$ cat src/demodPkg.sv
package demodPkg;

    // Datapath widths
    localparam int sampleWidth = 18;               // Every sample path
    localparam int detWidth = 8;                   // Freq and phase values
    localparam int magWidth = 9;                   // Detector magnitude
    localparam int coefWidth = 16;                 // Alpha and threshold
    localparam int productWidth = 2 * sampleWidth; // Full 18x18 product

    // Left shifts that place narrow values at the top of a sample
    localparam int detShift = sampleWidth - detWidth;
    localparam int magShift = sampleWidth - magWidth;

    // Unity gain for the exponential average
    localparam logic [sampleWidth-1:0] alphaOne = 18'h20000;

    typedef logic signed [sampleWidth-1:0] sample_t;
    typedef logic signed [detWidth-1:0]    detector_t;
    typedef logic        [magWidth-1:0]    mag_t;
    typedef logic        [coefWidth-1:0]   coef_t;

    // Register bus
    typedef logic [11:0] regAddr_t;
    typedef logic [31:0] regData_t;
    typedef logic [3:0]  byteWrite_t;              // One strobe per byte lane

    localparam logic [7:0] demodSpaceBase = 8'h10; // Compared with addr[11:4]

    // Register offsets within demod space
    localparam logic [3:0] regMode      = 4'd0;
    localparam logic [3:0] regDacSelect = 4'd1;
    localparam logic [3:0] regFalseLock = 4'd2;
    localparam logic [3:0] regStatus    = 4'd3;    // Read only

    typedef enum logic [2:0] {
        modeAm    = 3'd0,
        modeFm    = 3'd1,
        modeBpsk  = 3'd2,
        modeQpsk  = 3'd3,
        modeOqpsk = 3'd4
    } demodMode_t;

    // Unlisted codes show ddc I
    typedef enum logic [3:0] {
        dacI       = 4'd0,
        dacQ       = 4'd1,
        dacISym    = 4'd2,
        dacQSym    = 4'd3,
        dacFreq    = 4'd4,
        dacPhase   = 4'd5,
        dacMag     = 4'd6,
        dacAvgFreq = 4'd10
    } dacSource_t;

    // Sample pair with its rate strobe
    typedef struct packed {
        sample_t i;
        sample_t q;
        logic    sync;
    } iqStrobe_t;

    typedef struct packed {
        detector_t freq;
        detector_t phase;
        mag_t      mag;
    } detectorOut_t;

    typedef struct packed {
        sample_t data;
        logic    sync;
    } dacOut_t;

    // Everything a monitor output can show
    typedef struct packed {
        iqStrobe_t    ddc;
        iqStrobe_t    sym;
        detectorOut_t det;
        sample_t      avgFreq;
    } monitorTaps_t;

endpackage

$ cat src/demodRegs.sv
`timescale 1ns/1ps

module demodRegs (
    input  logic                 clk,
    input  logic                 arstN,
    input  demodPkg::regAddr_t   addr,
    input  demodPkg::regData_t   din,
    input  demodPkg::byteWrite_t wr,
    output demodPkg::regData_t   dout,
    input  logic                 highFreqOffset,
    output demodPkg::demodMode_t mode,
    output demodPkg::dacSource_t dacSel [3],
    output demodPkg::coef_t      falseLockAlpha,
    output demodPkg::coef_t      falseLockThreshold
);
    import demodPkg::*;

    logic       demodSpace;
    logic [3:0] regOffset;

    assign demodSpace = (addr[11:4] == demodSpaceBase); // Block select
    assign regOffset  = addr[3:0];                      // Register within block

    always_ff @(posedge clk or negedge arstN) begin
        if (!arstN) begin
            mode               <= modeAm;
            dacSel[0]          <= dacI;
            dacSel[1]          <= dacI;
            dacSel[2]          <= dacI;
            falseLockAlpha     <= '0;
            falseLockThreshold <= '0;
        end else if (demodSpace) begin
            case (regOffset)
                regMode: begin
                    if (wr[0]) begin
                        mode <= demodMode_t'(din[2:0]);
                    end
                end
                regDacSelect: begin
                    if (wr[0]) begin
                        dacSel[0] <= dacSource_t'(din[3:0]);   // Lane 0
                    end
                    if (wr[1]) begin
                        dacSel[1] <= dacSource_t'(din[11:8]);  // Lane 1
                    end
                    if (wr[2]) begin
                        dacSel[2] <= dacSource_t'(din[19:16]); // Lane 2
                    end
                end
                regFalseLock: begin
                    if (wr[0]) begin
                        falseLockAlpha[7:0] <= din[7:0];
                    end
                    if (wr[1]) begin
                        falseLockAlpha[15:8] <= din[15:8];
                    end
                    if (wr[2]) begin
                        falseLockThreshold[7:0] <= din[23:16];
                    end
                    if (wr[3]) begin
                        falseLockThreshold[15:8] <= din[31:24];
                    end
                end
                default: ;                                      // Status is read only
            endcase
        end
    end

    always_comb begin
        dout = '0;                                 // Zero outside demod space
        if (demodSpace) begin
            case (regOffset)
                regMode:      dout[2:0] = mode;
                regDacSelect: begin
                    dout[3:0]   = dacSel[0];
                    dout[11:8]  = dacSel[1];
                    dout[19:16] = dacSel[2];
                end
                regFalseLock: dout = {falseLockThreshold, falseLockAlpha};
                regStatus:    dout[0] = highFreqOffset;
                default:      dout = '0;
            endcase
        end
    end

    // Mode register only ever takes legal codes
    modeLegal: assert property (@(posedge clk) disable iff (!arstN)
        mode inside {modeAm, modeFm, modeBpsk, modeQpsk, modeOqpsk});

endmodule

$ cat src/falseLockDetector.sv
`timescale 1ns/1ps

module falseLockDetector (
    input  logic              clk,
    input  logic              arstN,
    input  logic              ddcSync,
    input  demodPkg::detector_t freq,
    input  demodPkg::coef_t   falseLockAlpha,
    input  demodPkg::coef_t   falseLockThreshold,
    output demodPkg::sample_t avgFreq,
    output logic              highFreqOffset
);
    import demodPkg::*;

    sample_t                        freqScaled;    // Freq at top of sample
    sample_t                        alphaScaled;   // Alpha times 4
    sample_t                        oneMinusAlpha;
    logic signed [productWidth-1:0] prodFreq;
    logic signed [productWidth-1:0] prodAvg;
    logic signed [productWidth-1:0] prodSum;
    logic        [sampleWidth-1:0]  absAvg;

    assign freqScaled  = {freq, {detShift{1'b0}}};
    assign alphaScaled = {falseLockAlpha, 2'b00};
    assign oneMinusAlpha = alphaOne + ~alphaScaled; // Wraps modulo 2^18

    // Registered multipliers with one cycle of latency
    always_ff @(posedge clk or negedge arstN) begin
        if (!arstN) begin
            prodFreq <= '0;
            prodAvg  <= '0;
        end else begin
            prodFreq <= freqScaled * alphaScaled;  // New sample weight
            prodAvg  <= avgFreq * oneMinusAlpha;   // History weight
        end
    end

    assign prodSum = prodFreq + prodAvg;

    // Magnitude of the running average
    assign absAvg = avgFreq[sampleWidth-1] ? sampleWidth'(-avgFreq) : avgFreq;

    always_ff @(posedge clk or negedge arstN) begin
        if (!arstN) begin
            avgFreq        <= '0;
            highFreqOffset <= 1'b0;
        end else if (ddcSync) begin
            avgFreq <= prodSum[productWidth-2:sampleWidth-1]; // Bits 34:17
            // Flag uses the average from before this update
            highFreqOffset <= (absAvg > sampleWidth'(falseLockThreshold));
        end
    end

    // Products need a quiet cycle to catch up with the new average
    syncSpacing: assert property (@(posedge clk) disable iff (!arstN)
        ddcSync |=> !ddcSync);

endmodule

$ cat src/symbolDeskew.sv
`timescale 1ns/1ps

module symbolDeskew (
    input  logic                 clk,
    input  logic                 arstN,
    input  demodPkg::iqStrobe_t  resamp,
    input  demodPkg::demodMode_t mode,
    output demodPkg::iqStrobe_t  sym
);
    import demodPkg::*;

    sample_t iSym;
    sample_t qSym;
    sample_t qDelay;                               // Q of previous strobe
    logic    symSync;

    always_ff @(posedge clk or negedge arstN) begin
        if (!arstN) begin
            symSync <= 1'b0;
        end else begin
            symSync <= resamp.sync;                // One cycle behind input
        end
    end

    always_ff @(posedge clk) begin
        if (resamp.sync) begin
            iSym   <= resamp.i;
            qDelay <= resamp.q;
            // Offset QPSK lags Q by half a symbol
            qSym   <= (mode == modeOqpsk) ? qDelay : resamp.q;
        end
    end

    assign sym = '{i: iSym, q: qSym, sync: symSync};

endmodule

$ cat src/dacSelect.sv
`timescale 1ns/1ps

module dacSelect (
    input  logic                   clk,
    input  logic                   arstN,
    input  demodPkg::dacSource_t   sel,
    input  demodPkg::monitorTaps_t taps,
    output demodPkg::dacOut_t      dac
);
    import demodPkg::*;

    sample_t dataNext;
    logic    syncNext;

    always_comb begin
        case (sel)
            dacQ: begin
                dataNext = taps.ddc.q;
                syncNext = taps.ddc.sync;
            end
            dacISym: begin
                dataNext = taps.sym.i;
                syncNext = taps.sym.sync;          // Symbol rate
            end
            dacQSym: begin
                dataNext = taps.sym.q;
                syncNext = taps.sym.sync;          // Symbol rate
            end
            dacFreq: begin
                dataNext = {taps.det.freq, {detShift{1'b0}}};
                syncNext = taps.ddc.sync;
            end
            dacPhase: begin
                dataNext = {taps.det.phase, {detShift{1'b0}}};
                syncNext = taps.ddc.sync;
            end
            dacMag: begin
                // Offset binary to two's complement
                dataNext = {~taps.det.mag[magWidth-1], taps.det.mag[magWidth-2:0],
                            {magShift{1'b0}}};
                syncNext = taps.ddc.sync;
            end
            dacAvgFreq: begin
                dataNext = taps.avgFreq;
                syncNext = taps.ddc.sync;
            end
            default: begin                         // dacI and unused codes
                dataNext = taps.ddc.i;
                syncNext = taps.ddc.sync;
            end
        endcase
    end

    always_ff @(posedge clk or negedge arstN) begin
        if (!arstN) begin
            dac <= '0;
        end else begin
            dac <= '{data: dataNext, sync: syncNext};
        end
    end

    // Strobe stays defined whichever source is picked
    syncKnown: assert property (@(posedge clk) disable iff (!arstN)
        !$isunknown(dac.sync));

endmodule

$ cat src/demodBackEnd.sv
`timescale 1ns/1ps

module demodBackEnd (
    input  logic                   clk,
    input  logic                   arstN,
    input  demodPkg::regAddr_t     addr,
    input  demodPkg::regData_t     din,
    input  demodPkg::byteWrite_t   wr,
    output demodPkg::regData_t     dout,
    input  demodPkg::iqStrobe_t    ddc,
    input  demodPkg::iqStrobe_t    resamp,
    input  demodPkg::detectorOut_t det,
    output demodPkg::iqStrobe_t    sym,
    output logic                   highFreqOffset,
    output demodPkg::dacOut_t      dac0,
    output demodPkg::dacOut_t      dac1,
    output demodPkg::dacOut_t      dac2
);
    import demodPkg::*;

    demodMode_t   mode;
    dacSource_t   dacSel [3];                      // One select per DAC
    coef_t        falseLockAlpha;
    coef_t        falseLockThreshold;
    sample_t      avgFreq;
    monitorTaps_t taps;

    // Sources shared by all monitor outputs
    assign taps = '{ddc: ddc, sym: sym, det: det, avgFreq: avgFreq};

    demodRegs i_demodRegs (
        .clk                (clk),
        .arstN              (arstN),
        .addr               (addr),
        .din                (din),
        .wr                 (wr),
        .dout               (dout),
        .highFreqOffset     (highFreqOffset),
        .mode               (mode),
        .dacSel             (dacSel),
        .falseLockAlpha     (falseLockAlpha),
        .falseLockThreshold (falseLockThreshold)
    );

    falseLockDetector i_falseLockDetector (
        .clk                (clk),
        .arstN              (arstN),
        .ddcSync            (ddc.sync),
        .freq               (det.freq),
        .falseLockAlpha     (falseLockAlpha),
        .falseLockThreshold (falseLockThreshold),
        .avgFreq            (avgFreq),
        .highFreqOffset     (highFreqOffset)
    );

    symbolDeskew i_symbolDeskew (
        .clk    (clk),
        .arstN  (arstN),
        .resamp (resamp),
        .mode   (mode),
        .sym    (sym)
    );

    dacSelect i_dacSelect0 (
        .clk   (clk),
        .arstN (arstN),
        .sel   (dacSel[0]),
        .taps  (taps),
        .dac   (dac0)
    );

    dacSelect i_dacSelect1 (
        .clk   (clk),
        .arstN (arstN),
        .sel   (dacSel[1]),
        .taps  (taps),
        .dac   (dac1)
    );

    dacSelect i_dacSelect2 (
        .clk   (clk),
        .arstN (arstN),
        .sel   (dacSel[2]),
        .taps  (taps),
        .dac   (dac2)
    );

endmodule

$ cat config.mk
export PLATFORM = sky130hd
export DESIGN_NAME = demodBackEnd
export DESIGN_NICKNAME = d
export VERILOG_FILES = /design/src/demodPkg.sv /design/src/demodRegs.sv /design/src/falseLockDetector.sv /design/src/symbolDeskew.sv /design/src/dacSelect.sv /design/src/demodBackEnd.sv
export SDC_FILE = /design/constraint.sdc
export NUM_CORES = 2
export LEC_CHECK = 0
export BUFFER_PORTS_ARGS = -buffer_cell sky130_fd_sc_hd__buf_2
export CAP_MARGIN = 15
export CORE_ASPECT_RATIO = 0.7
export CORE_MARGIN = 4
export CORE_UTILIZATION = 57
export CTS_BUF_LIST = sky130_fd_sc_hd__clkbuf_8
export CTS_CLUSTER_SIZE = 12
export DETAILED_ROUTE_END_ITERATION = 8
export PLACE_DENSITY = 0.88
export SLEW_MARGIN = 10
export SYNTH_ARGS = -nofsm -noshare
export SYNTH_HDL_FRONTEND = slang
export SYNTH_SLANG_ARGS = --single-unit
$ cat constraint.sdc
create_clock -name clk -period 6 [get_ports clk]
set_input_delay 1.2 -clock clk [delete_from_list [all_inputs] [get_ports clk]]
set_output_delay 1.2 -clock clk [all_outputs]
set_load 0.03 [all_outputs]
==> flow_metrics.tcl <==
set metrics [dict create \
    root_buffer "clkbuf_8" \
    worst_pin_slew_ns 1.211 \
    grt_usage 0.3295 \
    cpMostUsedCell "fa_1" \
    ys_seq_area_frac 0.2156 \
    htree_levels 2 \
    critPathMaxFanout 5 \
    max_slew_margin 0.1898 \
    netlist-cell-type-count 81 \
    drtIter0Drc 3609 \
    via_per_inst 6.138 \
    gp_congestion 1.017 \
    hp-start "i_demodRegs.falseLockThreshold[8]$_DFFE_PN0P_" \
    hpwl_um 67440 \
    post-route-period-util 1.017 \
    worstSetupStartpoint "i_falseLockDetector.avgFreq[7]$_DFFE_PN0P_" \
    grt_pass1_vias 23860 \
    ios 276 \
    synth_nets 3505 \
    critPathBufInv 8 \
    drt_first_pass_iters 9 \
    cp.arrival_ns 6.54 \
    fin_skew_ns 0.02925 \
    hold_viol 0 \
    fillCellCount 3153 \
    core_area_sq_um 46820 \
    grt_antenna_before_repair 5 \
    critPathLaunchType "register" \
    cts_buffers 36 \
    numPortBuffers 275 \
    min_period_ns 6.100 \
    dr_total_vias 23100 \
    synthesis.area_sq_um 27250 \
    syn_area_per_cell_sq_um 9.848 \
    fin_ws_ns -0.1001 \
    drt_wl_total_um 91480 \
    netlist.area_leader.share 0.3078 \
    max_stage_delay_ns 0.56 \
    drc 5 \
    finalNetCount 3855 \
    seqCellArea_sq_um 5902 \
    die_x_um 269.3 \
    crit_type "register to register" \
    drive_gt1_frac 0.2320 \
    rows 66 \
    critPathSlowestCell "fa_1" \
    synth_edf_count 54 \
    drv_slew 0 \
    fmax_ghz 0.1639 \
    status "finished with violations" \
    die_h_um 190.9 \
    wl_per_cell_um 24.31 \
    tritoncts "built" \
    cap_violations 0 \
    insertion_delay_ns 0.59 \
    cts_buffer_depth 3 \
    grt_pass1_wl_um 132500 \
    synth_area_leader_cell "fa_1" \
    cp-end-kind "register" \
    ys_warn_count 0 \
    crit_family "adder cells" \
    syn_inst 2767 \
    start_util 0.5820 \
    cts.sinks 224 \
    drtAntennaViolNets 0 \
    ys.flop_type "dfrtp_1" \
    cp_cell_sequence "buf_12 > clkinvlp_4 > nor2_2 > fa_1 > inv_1 > fa_1 > fa_1 > fa_1 > inv_1 > fa_1 > inv_1 > fa_1 > inv_1 > ha_4 > buf_4 > and2_4 > nand3b_1 > o21ai_4 > o311a_4 > o41ai_4 > buf_4 > o21bai_2 > xor2_1" \
    critical_path_required_ns 6.44 \
    min_path_type "register to register" \
    setup_viol 6 \
    final_util 0.6783 \
    reg2reg_from "i_falseLockDetector.avgFreq[7]$_DFFE_PN0P_" \
    clkTransAtPathRegs_ns 0.07 \
    synth_area_leaders "fa_1 31%, dfrtp_1 16%, ha_1 7.8%" \
    ys_async_sr_fraction 0.7589 \
    violations "DRC, setup timing" \
    areaGrowthSynthToFinish_pct 16.56 \
    multi_input_area_sq_um 19320 \
    grt_start_max_net_pins 108 \
    die_area_sq_um 51420 \
    grt_overflow 0 \
    ys_ff_latch 224 \
]
-- worst reg2reg max path: cells and delay by family (launching register included) --
family,cells,cell delay [ns]
adder cells (fa/ha/maj),7,3.28
AO/OA/AOI/OAI,4,0.82
AND/OR/NAND/NOR,3,0.37
XOR/XNOR,1,0.14
flip-flops,1,0.44
buffers and inverters,8,0.91
-- state kept, by name (all words and copies together), names as in the netlist, 3 cells and up --
register	cells
i_dacSelect0.dac	19
i_dacSelect1.dac	19
i_dacSelect2.dac	19
i_demodRegs.dacSel	12
i_demodRegs.falseLockAlpha	16
i_demodRegs.falseLockThreshold	16
i_demodRegs.mode	3
i_falseLockDetector.avgFreq	18
i_falseLockDetector.prodAvg	23
i_falseLockDetector.prodFreq	23
i_symbolDeskew.iSym	18
i_symbolDeskew.qDelay	18
i_symbolDeskew.qSym	18
-- layout make-up --
cell class	count	area share
Tap cell	612	0.02411
Timing Repair Buffer	460	0.09695
Multi-Input combinational cell	1878	0.6082
Sequential cell	224	0.1858
Inverter	517	0.06173
Antenna cell	9	0.0007091
Clock inverter	20	0.003861
Clock buffer	43	0.01863
-- final timing paths --
kind                       slack [ns]                                             to  depth (start not counted)
hold reg to reg                  0.54  i_demodRegs.falseLockThreshold[8]$_DFFE_PN0P_                          1
max in group asynchronous        4.27     i_falseLockDetector.avgFreq[1]$_DFFE_PN0P_                          2
hold / removal                   0.54  i_demodRegs.falseLockThreshold[8]$_DFFE_PN0P_                          1
min in group asynchronous        0.59              i_demodRegs.dacSel[0]$_DFFE_PN0P_                          1
setup reg to reg                -0.10      i_falseLockDetector.prodAvg[31]$_DFF_PN0_                         23
setup / recovery                -0.10      i_falseLockDetector.prodAvg[31]$_DFF_PN0_                         23
-- Yosys cell counts (all sizes together), types with 7 or more instances --
| master | count |
|---|---|
| a222oi | 40 |
| dfrtp | 170 |
| a21o | 23 |
| nand3 | 61 |
| and3 | 7 |
| xnor2 | 66 |
| clkbuf | 128 |
| o21a | 13 |
| nand4 | 8 |
| ha | 170 |
| a22o | 7 |
| o21bai | 8 |
| o21ai | 49 |
| nor3b | 9 |
| nand2b | 162 |
| buf | 20 |
| a21oi | 57 |
| xor2 | 19 |
| and2 | 113 |
| nand2 | 144 |
| a221oi | 11 |
| edfxtp | 54 |
| mux2i | 22 |
| inv | 511 |
| fa | 419 |
| mux2 | 80 |
| nor3 | 20 |
| nor2b | 74 |
| nor2 | 164 |
| a22oi | 46 |
-- layer usage --
layer	global-route usage	share of wire	up-vias
li1	-	-	9492
met1	0.4508	0.36	11190
met2	0.4830	0.43	1964
met3	0.1253	0.15	451
met4	0.1216	0.054	2
met5	0	0.00014	-
-- cell families (layout without fill, tap and decap cells) --
group / after synthesis / after routing / share of synthesized area
AND/OR/NAND/NOR: 791 / 791 / 0.1521
buffers and inverters: 665 / 1040 / 0.09234
adder cells (fa/ha/maj): 589 / 589 / 0.3859
AO/OA/AOI/OAI: 311 / 311 / 0.08559
flip-flops: 224 / 224 / 0.2156
multiplexers: 102 / 102 / 0.04114
XOR/XNOR: 85 / 85 / 0.02732
other: 0 / 9 / 0
-- placed cells by master, fill, tap and decap left out, drive strengths merged, types with 6 or more instances in the layout --
| master | n |
|---|---|
| a211oi | 6 |
| a21o | 23 |
| a21oi | 57 |
| a221oi | 11 |
| a222oi | 40 |
| a22o | 7 |
| a22oi | 46 |
| and2 | 113 |
| and3 | 7 |
| buf | 457 |
| clkbuf | 46 |
| clkinv | 6 |
| dfrtp | 170 |
| diode | 9 |
| edfxtp | 54 |
| fa | 419 |
| ha | 170 |
| inv | 525 |
| mux2 | 80 |
| mux2i | 22 |
| nand2 | 144 |
| nand2b | 162 |
| nand3 | 61 |
| nand4 | 8 |
| nor2 | 164 |
| nor2b | 74 |
| nor3 | 20 |
| nor3b | 9 |
| nor4 | 6 |
| o211ai | 6 |
| o21a | 13 |
| o21ai | 49 |
| o21bai | 8 |
| o31ai | 6 |
| xnor2 | 66 |
| xor2 | 19 |
-- stage by stage --
stage / cells / hold slack (ns) / instance area (sq um) / setup slack [ns] / TNS [ns]
finish: 3763 / 0.5448 / 31760 / -0.1001 / -0.2731
global route: 3755 / 0.5664 / 31740 / -0.2077 / -1.230
CTS: 3719 / 0.5393 / 30810 / 0.007824 / 0
detailed placement: 3656 / 0.5243 / 30080 / -0.1135 / -0.1549
global placement: 3656 / 0.5167 / 30080 / 0.06484 / 0
floorplan: 2767 / 0.4929 / 27250 / 0.03990 / 0
-- timing repair --
| item | CTS | global route |
|---|---|---|
| gates resized for setup | 8 | 142 |
| setup endpoints to repair | 4 | 15 |
| setup buffers | 0 | 31 |
| hold buffers | 0 | 0 |
| gates cloned | 0 | 3 |
| pin swaps | 0 | 48 |
Power is left out: the tool's default activity adds up to more than one toggle a clock period on the data nets, which glitch-free logic cannot reach.
